## src/common/exu_pkg.sv

```systemverilog
// execute stage encodings
`default_nettype none

package exu_pkg;

	// alu operation, selected by the decoder
	typedef enum logic [3:0] {
		ALU_ADD,
		ALU_SUB,
		ALU_AND,
		ALU_OR,
		ALU_XOR,
		ALU_SLL,
		ALU_SRL,
		ALU_SRA,
		ALU_SLT,
		ALU_SLTU,
		ALU_COPY
	} alu_op_e;

	typedef enum logic [1:0] {
		SRC1_ZERO,
		SRC1_REG1,
		SRC1_PC,
		SRC1_CSR
	} src1_sel_e;

	typedef enum logic [1:0] {
		SRC2_ZERO,
		SRC2_REG2,
		SRC2_IMM,
		SRC2_FOUR
	} src2_sel_e;

	// signedness of blt/bltu comes from the alu op
	typedef enum logic [2:0] {
		BR_NONE,
		BR_BEQ,
		BR_BNE,
		BR_BLT,
		BR_BGE,
		BR_BLTU,
		BR_BGEU,
		BR_JUMP
	} branch_e;

	typedef enum logic [1:0] {
		CSR_NONE,
		CSR_RW,
		CSR_RS
	} csr_op_e;

endpackage

`default_nettype wire

```

## src/common/mem_pkg.sv

```systemverilog
// memory side encodings
`default_nettype none

package mem_pkg;

	typedef enum logic [2:0] {
		LD_NONE,
		LD_LB,
		LD_LH,
		LD_LW,
		LD_LBU,
		LD_LHU
	} load_e;

	typedef enum logic [1:0] {
		ST_NONE,
		ST_SB,
		ST_SH,
		ST_SW
	} store_e;

	// current owner of the shared bus
	typedef enum logic {
		GNT_FETCH,
		GNT_LSU
	} grant_e;

endpackage

`default_nettype wire

```

## src/exu/exu_alu.sv

```systemverilog
// integer alu
`timescale 1ns/1ns
`default_nettype none

module exu_alu (
	input wire [31:0] a_i,
	input wire [31:0] b_i,
	input wire exu_pkg::alu_op_e op_i,
	output logic [31:0] result_o,
	output logic less_o,
	output logic zero_o
);

	logic less_s;
	logic less_u;

	assign less_s = $signed(a_i) < $signed(b_i);
	assign less_u = a_i < b_i;

	// unsigned compare only when the op asks for it
	assign less_o = (op_i == exu_pkg::ALU_SLTU) ? less_u : less_s;

	always_comb begin
		case (op_i)
			exu_pkg::ALU_ADD:  result_o = a_i + b_i;
			exu_pkg::ALU_SUB:  result_o = a_i - b_i;
			exu_pkg::ALU_AND:  result_o = a_i & b_i;
			exu_pkg::ALU_OR:   result_o = a_i | b_i;
			exu_pkg::ALU_XOR:  result_o = a_i ^ b_i;
			exu_pkg::ALU_SLL:  result_o = a_i << b_i[4:0];
			exu_pkg::ALU_SRL:  result_o = a_i >> b_i[4:0];
			exu_pkg::ALU_SRA:  result_o = $signed(a_i) >>> b_i[4:0];
			exu_pkg::ALU_SLT:  result_o = {31'b0, less_s};
			exu_pkg::ALU_SLTU: result_o = {31'b0, less_u};
			exu_pkg::ALU_COPY: result_o = b_i;
			default:           result_o = a_i + b_i;
		endcase
	end

	// beq/bne look at a subtraction result
	assign zero_o = (result_o == 32'b0);

endmodule

`default_nettype wire

```

## src/exu/exu_stage.sv

```systemverilog
// execute stage
`timescale 1ns/1ns
`default_nettype none

module exu_stage (
	input wire clock,
	input wire reset,
	input wire op_valid_i,
	input wire [31:0] reg1_i,
	input wire [31:0] reg2_i,
	input wire [31:0] pc_i,
	input wire [31:0] imm_i,
	input wire [31:0] csr_rdata_i,
	input wire exu_pkg::alu_op_e alu_op_i,
	input wire exu_pkg::src1_sel_e src1_sel_i,
	input wire exu_pkg::src2_sel_e src2_sel_i,
	input wire exu_pkg::branch_e branch_i,
	input wire exu_pkg::csr_op_e csr_op_i,
	input wire mem_pkg::load_e load_i,
	input wire mem_pkg::store_e store_i,
	input wire wd_i,
	input wire [4:0] rd_i,
	input wire lsu_done_i,
	input wire [31:0] lsu_rdata_i,
	output logic lsu_start_o,
	output logic [31:0] lsu_addr_o,
	output logic [31:0] lsu_wdata_o,
	output mem_pkg::load_e lsu_load_o,
	output mem_pkg::store_e lsu_store_o,
	output logic redirect_o,
	output logic [31:0] redirect_pc_o,
	output logic wb_valid_o,
	output logic wb_we_o,
	output logic [4:0] wb_rd_o,
	output logic [31:0] wb_data_o,
	output logic csr_we_o,
	output logic [31:0] csr_wdata_o
);

	typedef enum logic [1:0] {
		S_IDLE,
		S_EXEC,
		S_MEM,
		S_WB
	} state_e;

	state_e state_q;

	// operation held from op_valid_i until writeback
	exu_pkg::alu_op_e alu_op_q;
	exu_pkg::src1_sel_e src1_q;
	exu_pkg::src2_sel_e src2_q;
	exu_pkg::branch_e branch_q;
	exu_pkg::csr_op_e csr_op_q;
	mem_pkg::load_e load_q;
	mem_pkg::store_e store_q;
	logic wd_q;
	logic [4:0] rd_q;
	logic [31:0] reg1_q;
	logic [31:0] reg2_q;
	logic [31:0] pc_q;
	logic [31:0] imm_q;
	logic [31:0] csr_rdata_q;
	logic [31:0] result_q;

	logic [31:0] alu_a;
	logic [31:0] alu_b;
	logic [31:0] alu_result;
	logic alu_less;
	logic alu_zero;
	logic taken;
	logic is_mem;

	always_comb begin
		case (src1_q)
			exu_pkg::SRC1_REG1: alu_a = reg1_q;
			exu_pkg::SRC1_PC:   alu_a = pc_q;
			exu_pkg::SRC1_CSR:  alu_a = csr_rdata_q;
			default:            alu_a = 32'b0;
		endcase
		case (src2_q)
			exu_pkg::SRC2_REG2: alu_b = reg2_q;
			exu_pkg::SRC2_IMM:  alu_b = imm_q;
			exu_pkg::SRC2_FOUR: alu_b = 32'd4;
			default:            alu_b = 32'b0;
		endcase
	end

	exu_alu u_alu (
		.a_i      (alu_a),
		.b_i      (alu_b),
		.op_i     (alu_op_q),
		.result_o (alu_result),
		.less_o   (alu_less),
		.zero_o   (alu_zero)
	);

	always_comb begin
		case (branch_q)
			exu_pkg::BR_BEQ:  taken = alu_zero;
			exu_pkg::BR_BNE:  taken = !alu_zero;
			exu_pkg::BR_BLT:  taken = alu_less;
			exu_pkg::BR_BGE:  taken = !alu_less;
			exu_pkg::BR_BLTU: taken = alu_less;
			exu_pkg::BR_BGEU: taken = !alu_less;
			exu_pkg::BR_JUMP: taken = 1'b1;
			default:          taken = 1'b0;
		endcase
		case (csr_op_q)
			exu_pkg::CSR_RW: csr_wdata_o = reg1_q;
			exu_pkg::CSR_RS: csr_wdata_o = reg1_q | csr_rdata_q;
			default:         csr_wdata_o = 32'b0;
		endcase
	end

	assign is_mem = (load_q != mem_pkg::LD_NONE) || (store_q != mem_pkg::ST_NONE);

	always_ff @(posedge clock) begin
		if (reset) begin
			state_q <= S_IDLE;
		end else begin
			case (state_q)
				S_IDLE: if (op_valid_i) state_q <= S_EXEC;
				S_EXEC: state_q <= is_mem ? S_MEM : S_WB;
				S_MEM:  if (lsu_done_i) state_q <= S_WB;
				default: state_q <= S_IDLE;
			endcase
		end
	end

	always_ff @(posedge clock) begin
		if (op_valid_i && state_q == S_IDLE) begin
			alu_op_q <= alu_op_i;
			src1_q <= src1_sel_i;
			src2_q <= src2_sel_i;
			branch_q <= branch_i;
			csr_op_q <= csr_op_i;
			load_q <= load_i;
			store_q <= store_i;
			wd_q <= wd_i;
			rd_q <= rd_i;
			reg1_q <= reg1_i;
			reg2_q <= reg2_i;
			pc_q <= pc_i;
			imm_q <= imm_i;
			csr_rdata_q <= csr_rdata_i;
		end
		if (state_q == S_EXEC)
			result_q <= alu_result;
		// loads replace the address with the loaded word
		if (state_q == S_MEM && lsu_done_i && load_q != mem_pkg::LD_NONE)
			result_q <= lsu_rdata_i;
	end

	// address is reg1 + imm through the alu
	assign lsu_start_o = (state_q == S_EXEC) && is_mem;
	assign lsu_addr_o = alu_result;
	assign lsu_wdata_o = reg2_q;
	assign lsu_load_o = load_q;
	assign lsu_store_o = store_q;

	assign wb_valid_o = (state_q == S_WB);
	assign wb_we_o = wd_q;
	assign wb_rd_o = rd_q;
	assign wb_data_o = result_q;
	assign csr_we_o = wb_valid_o && (csr_op_q != exu_pkg::CSR_NONE);
	assign redirect_o = wb_valid_o && taken;
	assign redirect_pc_o = pc_q + imm_q;

	// the decoder waits for writeback before the next op
	a_op_in_idle: assert property (@(posedge clock) disable iff (reset)
		op_valid_i |-> state_q == S_IDLE);

endmodule

`default_nettype wire

```

## src/mem/mem_arbiter.sv

```systemverilog
// round-robin bus arbiter
`timescale 1ns/1ns
`default_nettype none

module mem_arbiter #(
	parameter int ADDR_WIDTH = 12
) (
	input wire clock,
	input wire reset,
	input wire f_req_i,
	input wire [ADDR_WIDTH-1:0] f_addr_i,
	output logic f_ack_o,
	input wire l_req_i,
	input wire l_we_i,
	input wire [ADDR_WIDTH-1:0] l_addr_i,
	input wire [31:0] l_wdata_i,
	input wire [3:0] l_wstrb_i,
	output logic l_ack_o,
	output logic mem_req_o,
	output logic mem_we_o,
	output logic [ADDR_WIDTH-1:0] mem_addr_o,
	output logic [31:0] mem_wdata_o,
	output logic [3:0] mem_wstrb_o,
	input wire mem_ack_i
);

	mem_pkg::grant_e owner_q;
	mem_pkg::grant_e last_q;
	mem_pkg::grant_e pick;
	logic lock_q;
	logic sel_lsu;

	// on contention the side not served last wins
	always_comb begin
		if (f_req_i && l_req_i) begin
			if (last_q == mem_pkg::GNT_FETCH)
				pick = mem_pkg::GNT_LSU;
			else
				pick = mem_pkg::GNT_FETCH;
		end else if (l_req_i) begin
			pick = mem_pkg::GNT_LSU;
		end else begin
			pick = mem_pkg::GNT_FETCH;
		end
	end

	always_ff @(posedge clock) begin
		if (reset) begin
			lock_q <= 1'b0;
			owner_q <= mem_pkg::GNT_FETCH;
			last_q <= mem_pkg::GNT_LSU;
		end else if (!lock_q) begin
			if (f_req_i || l_req_i) begin
				lock_q <= 1'b1;
				owner_q <= pick;
			end
		end else if (mem_ack_i) begin
			lock_q <= 1'b0;
			last_q <= owner_q;
		end
	end

	assign sel_lsu = (owner_q == mem_pkg::GNT_LSU);

	assign mem_req_o = lock_q;
	assign mem_we_o = sel_lsu && l_we_i;
	assign mem_addr_o = sel_lsu ? l_addr_i : f_addr_i;
	assign mem_wdata_o = sel_lsu ? l_wdata_i : 32'b0;
	assign mem_wstrb_o = sel_lsu ? l_wstrb_i : 4'b0000;

	assign f_ack_o = lock_q && mem_ack_i && !sel_lsu;
	assign l_ack_o = lock_q && mem_ack_i && sel_lsu;

	a_ack_onehot: assert property (@(posedge clock) disable iff (reset)
		!(f_ack_o && l_ack_o));

	// a granted requester keeps asking until its ack
	a_owner_holds: assert property (@(posedge clock) disable iff (reset)
		lock_q |-> (sel_lsu ? l_req_i : f_req_i));

endmodule

`default_nettype wire

```

## src/mem/mem_lsu.sv

```systemverilog
// load/store unit
`timescale 1ns/1ns
`default_nettype none

module mem_lsu #(
	parameter int ADDR_WIDTH = 12
) (
	input wire clock,
	input wire reset,
	input wire start_i,
	input wire [ADDR_WIDTH-1:0] addr_i,
	input wire [31:0] wdata_i,
	input wire mem_pkg::load_e load_i,
	input wire mem_pkg::store_e store_i,
	output logic req_o,
	output logic we_o,
	output logic [ADDR_WIDTH-1:0] addr_o,
	output logic [31:0] wdata_o,
	output logic [3:0] wstrb_o,
	input wire ack_i,
	input wire [31:0] rdata_i,
	output logic done_o,
	output logic [31:0] rdata_o
);

	mem_pkg::load_e load_q;
	logic [1:0] off_q;
	logic [31:0] shifted;
	logic [31:0] load_data;

	always_ff @(posedge clock) begin
		if (reset) begin
			req_o <= 1'b0;
			done_o <= 1'b0;
		end else begin
			done_o <= 1'b0;
			if (start_i) begin
				req_o <= 1'b1;
			end else if (ack_i) begin
				req_o <= 1'b0;
				done_o <= 1'b1;
			end
		end
	end

	// bus sees a word address, lanes picked by the strobes
	always_ff @(posedge clock) begin
		if (start_i) begin
			load_q <= load_i;
			off_q <= addr_i[1:0];
			addr_o <= {addr_i[ADDR_WIDTH-1:2], 2'b00};
			we_o <= (store_i != mem_pkg::ST_NONE);
			case (store_i)
				mem_pkg::ST_SB: begin
					wdata_o <= {4{wdata_i[7:0]}};
					wstrb_o <= 4'b0001 << addr_i[1:0];
				end
				mem_pkg::ST_SH: begin
					wdata_o <= {2{wdata_i[15:0]}};
					wstrb_o <= addr_i[1] ? 4'b1100 : 4'b0011;
				end
				mem_pkg::ST_SW: begin
					wdata_o <= wdata_i;
					wstrb_o <= 4'b1111;
				end
				default: begin
					wdata_o <= wdata_i;
					wstrb_o <= 4'b0000;
				end
			endcase
		end
		if (ack_i)
			rdata_o <= load_data;
	end

	// addressed byte moved down to lane zero
	assign shifted = rdata_i >> {off_q, 3'b000};

	always_comb begin
		case (load_q)
			mem_pkg::LD_LB:  load_data = {{24{shifted[7]}}, shifted[7:0]};
			mem_pkg::LD_LH:  load_data = {{16{shifted[15]}}, shifted[15:0]};
			mem_pkg::LD_LBU: load_data = {24'b0, shifted[7:0]};
			mem_pkg::LD_LHU: load_data = {16'b0, shifted[15:0]};
			default:         load_data = rdata_i;
		endcase
	end

	a_req_stable: assert property (@(posedge clock) disable iff (reset)
		req_o && !ack_i |=> req_o && $stable(addr_o) && $stable(wdata_o)
			&& $stable(wstrb_o) && $stable(we_o));

	// execute only starts an access while the unit is free
	a_start_idle: assert property (@(posedge clock) disable iff (reset)
		start_i |-> !req_o);

endmodule

`default_nettype wire

```

## src/backend_top.sv

```systemverilog
// execute back end top level
`timescale 1ns/1ns
`default_nettype none

module backend_top #(
	parameter int ADDR_WIDTH = 12,
	parameter logic [31:0] RESET_PC = 32'h0
) (
	input wire clock,
	input wire reset,
	input wire op_valid_i,
	input wire [31:0] reg1_i,
	input wire [31:0] reg2_i,
	input wire [31:0] pc_i,
	input wire [31:0] imm_i,
	input wire [31:0] csr_rdata_i,
	input wire exu_pkg::alu_op_e alu_op_i,
	input wire exu_pkg::src1_sel_e src1_sel_i,
	input wire exu_pkg::src2_sel_e src2_sel_i,
	input wire exu_pkg::branch_e branch_i,
	input wire exu_pkg::csr_op_e csr_op_i,
	input wire mem_pkg::load_e load_i,
	input wire mem_pkg::store_e store_i,
	input wire wd_i,
	input wire [4:0] rd_i,
	output logic wb_valid_o,
	output logic wb_we_o,
	output logic [4:0] wb_rd_o,
	output logic [31:0] wb_data_o,
	output logic csr_we_o,
	output logic [31:0] csr_wdata_o,
	output logic inst_valid_o,
	output logic [31:0] inst_o,
	output logic [31:0] inst_pc_o,
	output logic mem_req_o,
	output logic mem_we_o,
	output logic [ADDR_WIDTH-1:0] mem_addr_o,
	output logic [31:0] mem_wdata_o,
	output logic [3:0] mem_wstrb_o,
	input wire mem_ack_i,
	input wire [31:0] mem_rdata_i
);

	logic lsu_start;
	logic [31:0] lsu_addr;
	logic [31:0] lsu_wdata;
	mem_pkg::load_e lsu_load;
	mem_pkg::store_e lsu_store;
	logic lsu_done;
	logic [31:0] lsu_rdata;
	logic redirect;
	logic [31:0] redirect_pc;
	logic f_req;
	logic [ADDR_WIDTH-1:0] f_addr;
	logic f_ack;
	logic l_req;
	logic l_we;
	logic [ADDR_WIDTH-1:0] l_addr;
	logic [31:0] l_wdata;
	logic [3:0] l_wstrb;
	logic l_ack;

	// retire is the writeback pulse itself
	fetch_unit #(
		.ADDR_WIDTH (ADDR_WIDTH),
		.RESET_PC   (RESET_PC)
	) u_fetch (
		.clock         (clock),
		.reset         (reset),
		.retire_i      (wb_valid_o),
		.redirect_i    (redirect),
		.redirect_pc_i (redirect_pc[ADDR_WIDTH-1:0]),
		.req_o         (f_req),
		.addr_o        (f_addr),
		.ack_i         (f_ack),
		.rdata_i       (mem_rdata_i),
		.inst_valid_o  (inst_valid_o),
		.inst_o        (inst_o),
		.inst_pc_o     (inst_pc_o)
	);

	exu_stage u_exu (
		.clock         (clock),
		.reset         (reset),
		.op_valid_i    (op_valid_i),
		.reg1_i        (reg1_i),
		.reg2_i        (reg2_i),
		.pc_i          (pc_i),
		.imm_i         (imm_i),
		.csr_rdata_i   (csr_rdata_i),
		.alu_op_i      (alu_op_i),
		.src1_sel_i    (src1_sel_i),
		.src2_sel_i    (src2_sel_i),
		.branch_i      (branch_i),
		.csr_op_i      (csr_op_i),
		.load_i        (load_i),
		.store_i       (store_i),
		.wd_i          (wd_i),
		.rd_i          (rd_i),
		.lsu_done_i    (lsu_done),
		.lsu_rdata_i   (lsu_rdata),
		.lsu_start_o   (lsu_start),
		.lsu_addr_o    (lsu_addr),
		.lsu_wdata_o   (lsu_wdata),
		.lsu_load_o    (lsu_load),
		.lsu_store_o   (lsu_store),
		.redirect_o    (redirect),
		.redirect_pc_o (redirect_pc),
		.wb_valid_o    (wb_valid_o),
		.wb_we_o       (wb_we_o),
		.wb_rd_o       (wb_rd_o),
		.wb_data_o     (wb_data_o),
		.csr_we_o      (csr_we_o),
		.csr_wdata_o   (csr_wdata_o)
	);

	mem_lsu #(
		.ADDR_WIDTH (ADDR_WIDTH)
	) u_lsu (
		.clock   (clock),
		.reset   (reset),
		.start_i (lsu_start),
		.addr_i  (lsu_addr[ADDR_WIDTH-1:0]),
		.wdata_i (lsu_wdata),
		.load_i  (lsu_load),
		.store_i (lsu_store),
		.req_o   (l_req),
		.we_o    (l_we),
		.addr_o  (l_addr),
		.wdata_o (l_wdata),
		.wstrb_o (l_wstrb),
		.ack_i   (l_ack),
		.rdata_i (mem_rdata_i),
		.done_o  (lsu_done),
		.rdata_o (lsu_rdata)
	);

	mem_arbiter #(
		.ADDR_WIDTH (ADDR_WIDTH)
	) u_arb (
		.clock       (clock),
		.reset       (reset),
		.f_req_i     (f_req),
		.f_addr_i    (f_addr),
		.f_ack_o     (f_ack),
		.l_req_i     (l_req),
		.l_we_i      (l_we),
		.l_addr_i    (l_addr),
		.l_wdata_i   (l_wdata),
		.l_wstrb_i   (l_wstrb),
		.l_ack_o     (l_ack),
		.mem_req_o   (mem_req_o),
		.mem_we_o    (mem_we_o),
		.mem_addr_o  (mem_addr_o),
		.mem_wdata_o (mem_wdata_o),
		.mem_wstrb_o (mem_wstrb_o),
		.mem_ack_i   (mem_ack_i)
	);

endmodule

`default_nettype wire

```

## src/fetch_unit.sv

```systemverilog
// instruction fetch with one-word prefetch
`timescale 1ns/1ns
`default_nettype none

module fetch_unit #(
	parameter int ADDR_WIDTH = 12,
	parameter logic [31:0] RESET_PC = 32'h0
) (
	input wire clock,
	input wire reset,
	input wire retire_i,
	input wire redirect_i,
	input wire [ADDR_WIDTH-1:0] redirect_pc_i,
	output logic req_o,
	output logic [ADDR_WIDTH-1:0] addr_o,
	input wire ack_i,
	input wire [31:0] rdata_i,
	output logic inst_valid_o,
	output logic [31:0] inst_o,
	output logic [31:0] inst_pc_o
);

	// addr_q always points at the next word to fetch
	logic [ADDR_WIDTH-1:0] addr_q;
	logic [ADDR_WIDTH-1:0] target_q;
	logic [ADDR_WIDTH-1:0] buf_pc_q;
	logic [ADDR_WIDTH-1:0] pc_sel;
	logic [31:0] buf_q;
	logic buf_full_q;
	logic need_q;
	logic show_q;
	logic drop_q;
	logic forward;

	// word goes straight out when the decoder is already waiting
	assign forward = ack_i && need_q && !drop_q;

	always_ff @(posedge clock) begin
		if (reset) begin
			req_o <= 1'b1;
			addr_q <= RESET_PC[ADDR_WIDTH-1:0];
			need_q <= 1'b1;
			buf_full_q <= 1'b0;
			show_q <= 1'b0;
			drop_q <= 1'b0;
		end else begin
			show_q <= 1'b0;
			if (ack_i && drop_q) begin
				drop_q <= 1'b0;
				addr_q <= target_q;
			end else if (ack_i) begin
				buf_pc_q <= addr_q;
				buf_q <= rdata_i;
				addr_q <= addr_q + ADDR_WIDTH'(4);
				buf_full_q <= !need_q;
				need_q <= 1'b0;
				req_o <= need_q;
			end
			if (redirect_i) begin
				need_q <= 1'b1;
				buf_full_q <= 1'b0;
				target_q <= redirect_pc_i;
				if (req_o && !ack_i) begin
					drop_q <= 1'b1;
				end else begin
					addr_q <= redirect_pc_i;
					req_o <= 1'b1;
				end
			end else if (retire_i) begin
				if (buf_full_q || (ack_i && !drop_q)) begin
					show_q <= 1'b1;
					buf_full_q <= 1'b0;
					req_o <= 1'b1;
				end else begin
					need_q <= 1'b1;
				end
			end
		end
	end

	assign addr_o = addr_q;
	assign inst_valid_o = show_q || forward;
	assign inst_o = show_q ? buf_q : rdata_i;
	assign pc_sel = show_q ? buf_pc_q : addr_q;
	assign inst_pc_o = {{(32 - ADDR_WIDTH){1'b0}}, pc_sel};

	a_redirect_retires: assert property (@(posedge clock) disable iff (reset)
		redirect_i |-> retire_i);

endmodule

`default_nettype wire
```

## config.mk

```make
export PLATFORM = sky130hd
export DESIGN_NAME = backend_top
export DESIGN_NICKNAME = d
export VERILOG_FILES = /design/src/common/exu_pkg.sv /design/src/common/mem_pkg.sv /design/src/exu/exu_alu.sv /design/src/exu/exu_stage.sv /design/src/mem/mem_arbiter.sv /design/src/mem/mem_lsu.sv /design/src/backend_top.sv /design/src/fetch_unit.sv
export SDC_FILE = /design/constraint.sdc
export NUM_CORES = 1
export LEC_CHECK = 0
export ABC_AREA = 1
export BUFFER_PORTS_ARGS = -buffer_cell sky130_fd_sc_hd__buf_2
export CAP_MARGIN = 20
export CORE_ASPECT_RATIO = 2
export CORE_UTILIZATION = 35
export DETAILED_ROUTE_END_ITERATION = 12
export SLEW_MARGIN = 20
export SYNTH_ARGS = -nofsm -noshare
export SYNTH_HDL_FRONTEND = slang
export SYNTH_SLANG_ARGS = --single-unit
```

## constraint.sdc

```tcl
create_clock -name clock -period 4.6 [get_ports clock]
set_clock_uncertainty 0.05 [all_clocks]
set_input_delay 0.46 -clock clock [delete_from_list [all_inputs] [get_ports clock]]
set_output_delay 0.46 -clock clock [all_outputs]
set_load 0.01 [all_outputs]
```

# [Yosys cells after proc, flatten, opt, wreduce, memory -nomap -nowiden]
# Index checks and enable logic that the tools add are counted.
[classes] addsub=4 order_cmp=2 n_eq_ne=37 shifts=5 muxes=52 bitwise_logic=8 n_reduce_logical=43
[op_table] cell="$pmux 32 s10" n=1
[op_table] cell="$pmux 32 s3" n=2
[op_table] cell="$mux 32" n=4
[op_table] cell="$pmux 32 s2" n=2
[op_table] cell="$pmux 32 s4" n=1
[op_table] cell="$mux 12" n=6
[op_table] cell="$lt 32x32->1" n=2
[op_table] cell="$or 32x32->32" n=2
[op_table] cell="$add 32x32->32" n=1
[op_table] cell="$and 32x32->32" n=1
[op_table] cell="$logic_not 32->1" n=1
[op_table] cell="$shl 32x5->32" n=1
[op_table] cell="$shr 32x5->16" n=1
[op_table] cell="$shr 32x5->32" n=1
[op_table] cell="$sshr 32x5->32" n=1
[op_table] cell="$sub 32x32->32" n=1
[op_table] cell="$xor 32x32->32" n=1
[op_table] cell="$mux 1" n=29
[op_table] cell="$eq 2x2->1 const B" n=9
[op_table] cell="$eq 3x3->1 const B" n=6
[op_table] cell="$eq 4x3->1 const B" n=4
[op_table] cell="$logic_and 1x1->1" n=16
[op_table] cell="$add 12x12->12" n=1
[op_table] cell="$add 12x3->12 const B" n=1
[op_table] cell="24 further kinds" n=56
[word_totals] regBits=380 out_inout_bits=187

# [Logic depth before layout (Yosys ltp)]
# Gate-level depths: netlist of run 1.
[logic_depth] word_depth=9 mapped_depth=34

# [Modules after synthesis]
# From an unflattened synthesis of run 1, not the netlist that was laid out.
[unflattened] hier_cells=4282 hier_area_um2=29942.5
[by_module_without_submodules] module="exu_stage" n_inst=1 cells_each=1117 area_each_um2=10955.5
[by_module_without_submodules] module="exu_alu" n_inst=1 cells_each=2226 area_each_um2=10730.3
[by_module_without_submodules] module="mem_lsu" n_inst=1 cells_each=440 area_each_um2=4204.0
[by_module_without_submodules] module="fetch_unit" n_inst=1 cells_each=363 area_each_um2=3438.3
[by_module_without_submodules] module="mem_arbiter" n_inst=1 cells_each=136 area_each_um2=614.3

# [Worst setup path before layout of run 1]
# No wires, ideal clock.
[synth_timing] path_kind="reg-to-reg" start="register u_exu.state_q[0]" end="register u_exu.alu_op_q[0] (enable)" setup_ns=0.536 arrival_ns=4.129 path_slack_ns=-0.115 path_stages_with_launch=5 period_less_slack_ns=4.715 path_cell_list="dfxtp_1 > inv_1 > ha_1 > nand2_1 > inv_1"
[synth_between] elab_chain_len=2
[synth_rtl] element="from (decl)" line="exu_stage.sv:47" text="state_e state_q;"
[synth_rtl] element="from (signal assigned)" line="exu_stage.sv:124" text="S_EXEC: state_q <= is_mem ? S_MEM : S_WB;"
[synth_rtl] element="$logic_not 2->1" line="exu_stage.sv:132" text="if (op_valid_i && state_q == S_IDLE) begin"
[synth_rtl] element="$logic_and 1x1->1" line="exu_stage.sv:132"
[synth_rtl] element="to (signal assigned)" line="exu_stage.sv:133" text="alu_op_q <= alu_op_i;"
[synth_rtl] element="to (decl)" line="exu_stage.sv:50" text="exu_pkg::alu_op_e alu_op_q;"
# No other way between the ends.
# A chain may end at the register's enable or synchronous reset.

# [Final worst setup path of run 1]
[layout_timing] start="register u_exu.src2_q[1]" end="register u_fetch.target_q[6] (enable)"
[layout_between] elab_chain_len=9 elab_cells_between_ends=22 cone_classes="add/sub (2); order compare (2); eq/ne (3); shift (3); mux (4); bitwise (3); reduce/logical (5)"
[layout_rtl] element="from (decl)" line="exu_stage.sv:52" text="exu_pkg::src2_sel_e src2_q;"
[layout_rtl] element="from (signal assigned)" line="exu_stage.sv:135" text="src2_q <= src2_sel_i;"
[layout_rtl] element="$eq 2x2->1 or $eq 2x1->1 (tied branches)" line="exu_stage.sv:81" text="case (src2_q)"
[layout_rtl] element="$pmux 32 s3 (*)" line="exu_stage.sv:81"
[layout_rtl] element="$add 32x32->32 (tied with other cells)" line="exu_alu.sv:25, exu_alu.sv:36"
[layout_rtl] element="$pmux 32 s10" line="exu_alu.sv:24" text="case (op_i)"
[layout_rtl] element="$logic_not 32->1" line="exu_alu.sv:41" text="assign zero_o = (result_o == 32'b0);"
[layout_rtl] element="$logic_not 1->1" line="exu_stage.sv:101" text="exu_pkg::BR_BNE: taken = !alu_zero;"
[layout_rtl] element="$pmux 1 s5 (*)" line="exu_stage.sv:99" text="case (branch_q)"
[layout_rtl] element="$logic_and 1x1->1 (*)" line="exu_stage.sv:167" text="assign redirect_o = wb_valid_o && taken;"
[layout_rtl] element="$reduce_and 2->1 (no line) (*)"
[layout_rtl] element="to (signal assigned)" line="fetch_unit.sv:62" text="target_q <= redirect_pc_i;"
[layout_rtl] element="to (decl)" line="fetch_unit.sv:25" text="logic [ADDR_WIDTH-1:0] target_q;"
# Mark *: on every way between the ends. The rest lies on a longest branch, timed or not.

==> reports/results.env, run 1 <==
CP.REQUIRED_PS=4870
POSTSYNTHAREAPERCELL_UM2=7.39
PLACE.DETAILED.INSTANCES=5636
YS_WARN_COUNT=0
MAX_SLEW.WORST_PIN.SLEW_PS=1090
PLACE.GP.CONGESTION=1.05
SYNTH.FF_LATCH_COUNT=380
SYNTHDISTINCTLIBCELLS=56
INITIALDRTVIOLATIONCOUNT=2149
GRT_PASS1_VIAS=30500
SEQ_AREA_FRAC_SYNTH_PCT=41.3
CTS_BUFFERS=35
CRITICAL-PATH-TOP-CELL-BY-COUNT='sky130_fd_sc_hd__buf_12'
DIE_Y_UM=395
MAXSLEWHEADROOM_PCT=27.0
ROUTED-VIA-COUNT=30800
DIE_AREA_UM2=78500
NUM_ROWS=143
LAYOUT.NETS=5257
CLOCK_PATH_BUFFERS=3
INITIAL_CORE_UTIL_PCT=35.5
FINAL_ANTENNA_NET_COUNT=0
CP_SLOWEST_STAGE_DELAY_PS=440
FINAL_CRITICAL_PATH_SETUP_SLACK_PS=-54.7
SETUP-VIOLATIONS-FINAL=13
WORST_SETUP_HOLD_PATH_CLK_SLEW_PS=70
GR-TOTAL-OVERFLOW=0
AVGROUTEDWIREPERCELL_UM=22.7
CRITPATHCAPTURETYPE='flip-flop'
TIMING.HOLD.WORST.CLASS='primary input to flip-flop'
ROUTE.DETAILED.VIAS_PER_INST=5.17
POST-ROUTE-MIN-PERIOD_PS=4650
DIE_X_UM=199
FP.COREAREA_UM2=76200
CTS-ROOT-BUF='sky130_fd_sc_hd__clkbuf_16'
MAXCAPVIOLATIONS=0
CLKSINKCOUNT=380
CRIT_PATH_SLOWEST_CELL='sky130_fd_sc_hd__edfxtp_1'
REMAINING_DRC_ERRORS=0
GRTUSAGETOTAL_PCT=33.7
WORST_EP_ARRIVAL_TIME_PS=4920
FAILING_CHECKS='setup timing'
OUTCOME='finished with violations'
WORSTPATHMAXFANOUT=15
SYNTH_AREA_UM2=27100
PEAKVDDDROP_V=0.000339
CRIT_PATH_START_KIND='flip-flop'
TIMING.CRITICAL_PATH.BUF_INV=10
MAXCLOCKFREQUENCY_MHz=215
REG2REG_SLACK_PS=-50
LEAKAGEPOWER_uW=0.0195
FINAL_CELL_COUNT_NO_FILL=5956
CTS-HTREE-LEVELS=2
TRITONCTS='yes'
DR.PASS1.ITERS=8
FIRST_PASS_GRT_WIRE_LENGTH_MM=190
MIN_PERIOD_OVER_PERIOD_PCT=101
FILL_CELLS=7380
NUMPORTBUFFERS=386
POWERDENSITY_nW_PER_UM2=560
LAYOUT-DRIVE-GT1-SHARE_PCT=35.6
TOTALWIRELENGTH_MM=135
SYNTH_EDF_COUNT=356
CLOCK_INSERTION_DELAY_WORST_SKEW_PS=620
CRITPATHKIND='flip-flop to flip-flop'
POST-PLACE-WS_PS=-1140
IO_PINS=407
HPWL_MM=108
TIMING.FINAL.HOLD_VIOLATIONS=0
CRITICAL_PATH.TOP_DELAY_FAMILY='simple AND/OR/NAND/NOR gates'
GRT_MAX_DEGREE=82
AREAGROWTHSYNTHTOFINISH_PCT=53.9
ANTENNA_FOUND_INITIAL=1
SYN-INSTANCE-COUNT=3662
SETUP_REPAIR_AFTER_GLOBAL_ROUTING_MISSED_ITS_MARGIN='yes'
YOSYS_MOST_USED_DFF='sky130_fd_sc_hd__edfxtp_1'
SYNTH_ASYNC_SR_FLOP_SHARE_PCT=0
FINALMAXSLEWVIOLATIONS=0
## timing repair
action / in CTS / in global routing
gates cloned: 3 / 4
pin swaps: 25 / 124
hold endpoints to repair: 167 / 0
buffers inserted: 30 / 58
hold buffers: 167 / 0
resized for setup: 205 / 454
endpoints found under the setup margin: 32 / 29
## power by group
part	internal [uW]	switching, uW	total (uW)
combinational	6200	8820	15000
clock	1880	1410	3290
sequential	4750	274	5020
total	12800	10500	23300
## cell usage in the layout (no fill, tap or decap), types with 30 or more instances in the layout
cell type	instances
sky130_fd_sc_hd__o21ai_0	250
sky130_fd_sc_hd__edfxtp_1	356
sky130_fd_sc_hd__nor2_4	52
sky130_fd_sc_hd__o22ai_1	48
sky130_fd_sc_hd__inv_1	412
sky130_fd_sc_hd__nor2_1	197
sky130_fd_sc_hd__nand3_1	398
sky130_fd_sc_hd__nand2_1	864
sky130_fd_sc_hd__o21ai_1	30
sky130_fd_sc_hd__buf_12	33
sky130_fd_sc_hd__nand3_2	44
sky130_fd_sc_hd__a21oi_2	41
sky130_fd_sc_hd__clkbuf_16	38
sky130_fd_sc_hd__inv_2	50
sky130_fd_sc_hd__dlygate4sd3_1	167
sky130_fd_sc_hd__buf_4	734
sky130_fd_sc_hd__ha_4	31
sky130_fd_sc_hd__ha_1	87
sky130_fd_sc_hd__nand2_2	78
sky130_fd_sc_hd__buf_6	47
sky130_fd_sc_hd__nor2_2	58
sky130_fd_sc_hd__buf_2	386
sky130_fd_sc_hd__a21oi_1	158
## per-stage QoR
step                instance area [um2]  hold slack, ps  util [%]  setup TNS (ps)  total power, uW
floorplan                         27100             358         -               0            10800
detailed placement                35400             363      46.4          -31700            17400
global placement                  35400             362      46.4          -30870            17400
global route                      41600            13.2      54.6           -2860            24500
finish                            41600            18.9      54.6            -656            23300
CTS                               39400           0.206      51.6            -564            21500
## metal layers
layer / routed length, um / GRT usage [%] / vias up
met4: 13900 / 28.4 / 2
li1: - / - / 14700
met5: 13 / 0 / -
met1: 44700 / 32.1 / 14400
met2: 70700 / 63.2 / 1233
met3: 5990 / 3.66 / 448
## path summary, 6_finish.rpt
kind | start | to | cells after the start
max | u_exu.src2_q[1] | u_fetch.target_q[6] | 29
min | mem_rdata_i[17] | u_fetch.buf_q[17] | 1
max reg2reg | u_exu.src2_q[1] | u_fetch.target_q[6] | 29
min reg2reg | u_fetch.addr_o[1] | u_fetch.buf_pc_q[1] | 0
## registers in the layout (all words and copies together) (netlist names), 32 cells and up
| signal | flops |
|---|---|
| u_exu.csr_rdata_q | 32 |
| u_exu.imm_q | 32 |
| u_exu.lsu_wdata_o | 32 |
| u_exu.pc_q | 32 |
| u_exu.reg1_q | 32 |
| u_exu.wb_data_o | 32 |
| u_fetch.buf_q | 32 |
| u_lsu.rdata_o | 32 |
| u_lsu.wdata_o | 32 |
## worst reg2reg max path: cells and delay by family, from the launching register on
family	cells	cell delay, ps
AND/OR/NAND/NOR	13	1560
adder cells (fa/ha/maj)	1	250
buffers and inverters	10	1210
AO/OA/AOI/OAI	5	860
flip-flops	1	440
## logic make-up (layout without fill, tap and decap cells)
logic type               after synthesis  after routing  share of synthesized area, %
AO/OA/AOI/OAI                        670            670                          13.6
XOR/XNOR                              25             25                         0.809
adder cells (fa/ha/maj)              123            123                          5.77
buffers and inverters                661           1919                          10.1
flip-flops                           380            380                          41.3
other                                  1             21                        0.0139
AND/OR/NAND/NOR                     1802           1803                          28.4
## cell usage after synthesis, types with 27 or more instances
library cell	number	area (um2)
sky130_fd_sc_hd__nand2_1	956	3590
sky130_fd_sc_hd__a21oi_1	212	1060
sky130_fd_sc_hd__ha_1	120	1500
sky130_fd_sc_hd__nor2_1	278	1040
sky130_fd_sc_hd__nor3_1	30	150
sky130_fd_sc_hd__nor2_2	27	169
sky130_fd_sc_hd__buf_4	30	225
sky130_fd_sc_hd__inv_1	461	1730
sky130_fd_sc_hd__o21ai_0	288	1440
sky130_fd_sc_hd__buf_2	59	295
sky130_fd_sc_hd__nand3_1	439	2200
sky130_fd_sc_hd__o22ai_1	72	450
sky130_fd_sc_hd__edfxtp_1	356	10700
sky130_fd_sc_hd__clkbuf_1	80	300
## area by class of cell
class | count | area (um2) | area share, %
inverters | 473 | 1810 | 4.36
diodes | 1 | 2.50 | 0.00601
clock inverters | 21 | 363 | 0.871
repair buffers | 1383 | 10600 | 25.5
clock buffers | 42 | 902 | 2.17
multi-input cells | 2641 | 15500 | 37.3
well taps | 1015 | 1270 | 3.05
flip-flops and latches | 380 | 11200 | 26.8
No activity file was read; power rests on OpenSTA's default activity.
==> run 2: changes to the inputs <==
- CORE_UTILIZATION: 35 -> 45
- PLACE_DENSITY: unset -> 0.68
==> run 2 against run 1 <==
  * The run still ends with setup timing left
  * Via count rose by 1.2%
  * Register-to-register slack worse by 160 ps
  * First-iteration DRC count is 23% higher
  * Non-clock buffer count fell by 157
  * Final cell count decreased by 6.8%
  * Die area fell by 22%
  * Sequential cell count unchanged
  * Fmax shrank 3.3%
  * Total power is 4.1% lower
  * Hold slack got worse by 17 ps
  * Highest routed layer unchanged
==> reports/results.env, run 2 (synthesis results as in run 1) <==
PLACE.DETAILED.INSTANCES=5308
CTS-ROOT-BUF='sky130_fd_sc_hd__clkbuf_16'
ROUTED-VIA-COUNT=31100
DIE_X_UM=175
FINAL_CRITICAL_PATH_SETUP_SLACK_PS=-214
CRIT_PATH_START_KIND='flip-flop'
CRITICAL-PATH-TOP-CELL-BY-COUNT='sky130_fd_sc_hd__nand2_2'
CRITPATHCAPTURETYPE='flip-flop'
LAYOUT-DRIVE-GT1-SHARE_PCT=33.7
MOST_USED_CELLS_IN_THE_LAYOUT_EXCLUDING_FILL_AND_TAP_CELLS='sky130_fd_sc_hd__nand2_1 (884), sky130_fd_sc_hd__buf_4 (659), sky130_fd_sc_hd__inv_1 (418), sky130_fd_sc_hd__nand3_1 (400), sky130_fd_sc_hd__buf_2 (386)'
CRIT_PATH_SLOWEST_CELL='sky130_fd_sc_hd__edfxtp_1'
ROUTE.DETAILED.VIAS_PER_INST=5.61
SETUP-VIOLATIONS-FINAL=28
FINALMAXSLEWVIOLATIONS=0
CLOCK_INSERTION_DELAY_WORST_SKEW_PS=590
CLOCK_PATH_BUFFERS=3
NUM_ROWS=126
IO_PINS=407
PLACE.GP.CONGESTION=1.10
MAX_SLEW.WORST_PIN.SLEW_PS=965
OUTCOME='finished with violations'
CLKSINKCOUNT=380
FINAL_ANTENNA_NET_COUNT=0
DR.PASS1.ITERS=6
POST-PLACE-WS_PS=-588
TRITONCTS='yes'
CTS_BUFFERS=34
LAYOUT.CELLS.MOST_COMMON='sky130_fd_sc_hd__nand2_1'
MAXCAPVIOLATIONS=0
AREAGROWTHSYNTHTOFINISH_PCT=45.2
MAXSLEWHEADROOM_PCT=35.6
MAXCLOCKFREQUENCY_MHz=208
LEAKAGEPOWER_uW=0.0187
DIE_AREA_UM2=61200
MIN_PERIOD_OVER_PERIOD_PCT=105
REG2REG_SLACK_PS=-210
ANTENNA_FOUND_INITIAL=3
POWERDENSITY_nW_PER_UM2=570
FINAL_CORE_UTILIZATION_PCT=66.3
FIRST_PASS_GRT_WIRE_LENGTH_MM=182
WORST_EP_ARRIVAL_TIME_PS=5050
WORST_SETUP_HOLD_PATH_CLK_SLEW_PS=70
CRITPATHKIND='flip-flop to flip-flop'
FAILING_CHECKS='setup timing'
TOTALWIRELENGTH_MM=130
CTS-HTREE-LEVELS=2
DIE_Y_UM=349
PEAKVDDDROP_V=0.000401
CP_SLOWEST_STAGE_DELAY_PS=510
GRTUSAGETOTAL_PCT=40.9
POST-LAYOUT-TOTAL-POWER_uW=22400
NUMPORTBUFFERS=386
REMAINING_DRC_ERRORS=0
TIMING.FINAL.HOLD_VIOLATIONS=0
INITIAL_CORE_UTIL_PCT=45.6
FIN_HOLD_WS_PS=1.45
GRT_MAX_DEGREE=95
SETUP_REPAIR_AFTER_GLOBAL_ROUTING_MISSED_ITS_MARGIN='yes'
CP.REQUIRED_PS=4840
HPWL_MM=99.8
GR-TOTAL-OVERFLOW=0
TIMING.HOLD.WORST.CLASS='primary input to flip-flop'
AVGROUTEDWIREPERCELL_UM=23.4
POST-ROUTE-MIN-PERIOD_PS=4810
FINAL_CELL_COUNT_NO_FILL=5550
INITIALDRTVIOLATIONCOUNT=2643
WORSTPATHMAXFANOUT=15
GRT_PASS1_VIAS=30500
LAYOUT.NETS=5099
FP.COREAREA_UM2=59300
run 2: path summary, 6_finish.rpt:
path              depth (start not counted)                   end         startpoint
setup / recovery                         34   u_fetch.target_q[1]    u_exu.src1_q[1]
hold / removal                            1  u_exu.lsu_wdata_o[2]          reg2_i[2]
setup reg to reg                         34   u_fetch.target_q[1]    u_exu.src1_q[1]
hold reg to reg                           0   u_fetch.buf_pc_q[1]  u_fetch.addr_o[1]
run 2: through the flow:
step | area (um2) | setup TNS [ps]
after floorplan | 27100 | 0
after global placement | 34300 | -14970
after detailed placement | 34300 | -15220
after CTS | 36800 | -848
after global routing | 39300 | -8370
final | 39300 | -4230
run 2: repair_timing:
| action | in CTS | in global routing |
|---|---|---|
| buffers inserted | 22 | 61 |
| hold buffers | 90 | 1 |
| cloned | 0 | 8 |
| pin swaps | 24 | 115 |
| gates resized for setup | 103 | 473 |
| endpoints found under the hold margin | 90 | 1 |
| setup endpoints to repair | 29 | 30 |
run 2: layout make-up:
cell class              count  area, um2
clock buffers              40        873
multi-input cells        2641      15100
fillers                  5159      20000
well taps                 768        961
flip-flops and latches    380      11200
repair buffers           1226       9130
clock inverters            20        238
inverters                 473       1830
diodes                      2       5.00
run 2: where the power goes:
| part | total (uW) | internal (uW) | switching (uW) |
|---|---|---|---|
| Sequential | 5050 | 4750 | 295 |
| Combinational | 14400 | 5850 | 8510 |
| Clock | 2980 | 1610 | 1370 |
run 2: critical path: cells and delay by family, from the launching register on:
family	cells	cell delay, ps
buffers and inverters	10	1040
AO/OA/AOI/OAI	2	500
adder cells (fa/ha/maj)	1	250
AND/OR/NAND/NOR	21	2140
flip-flops	1	510
run 2: per-layer routing:
layer	global-route usage, %	share of wire (%)	up-vias
li1	-	-	14400
met1	40.1	32	14400
met2	73.0	49	1774
met3	5.86	6.5	604
met4	39.1	12	2
met5	0	0.0069	-
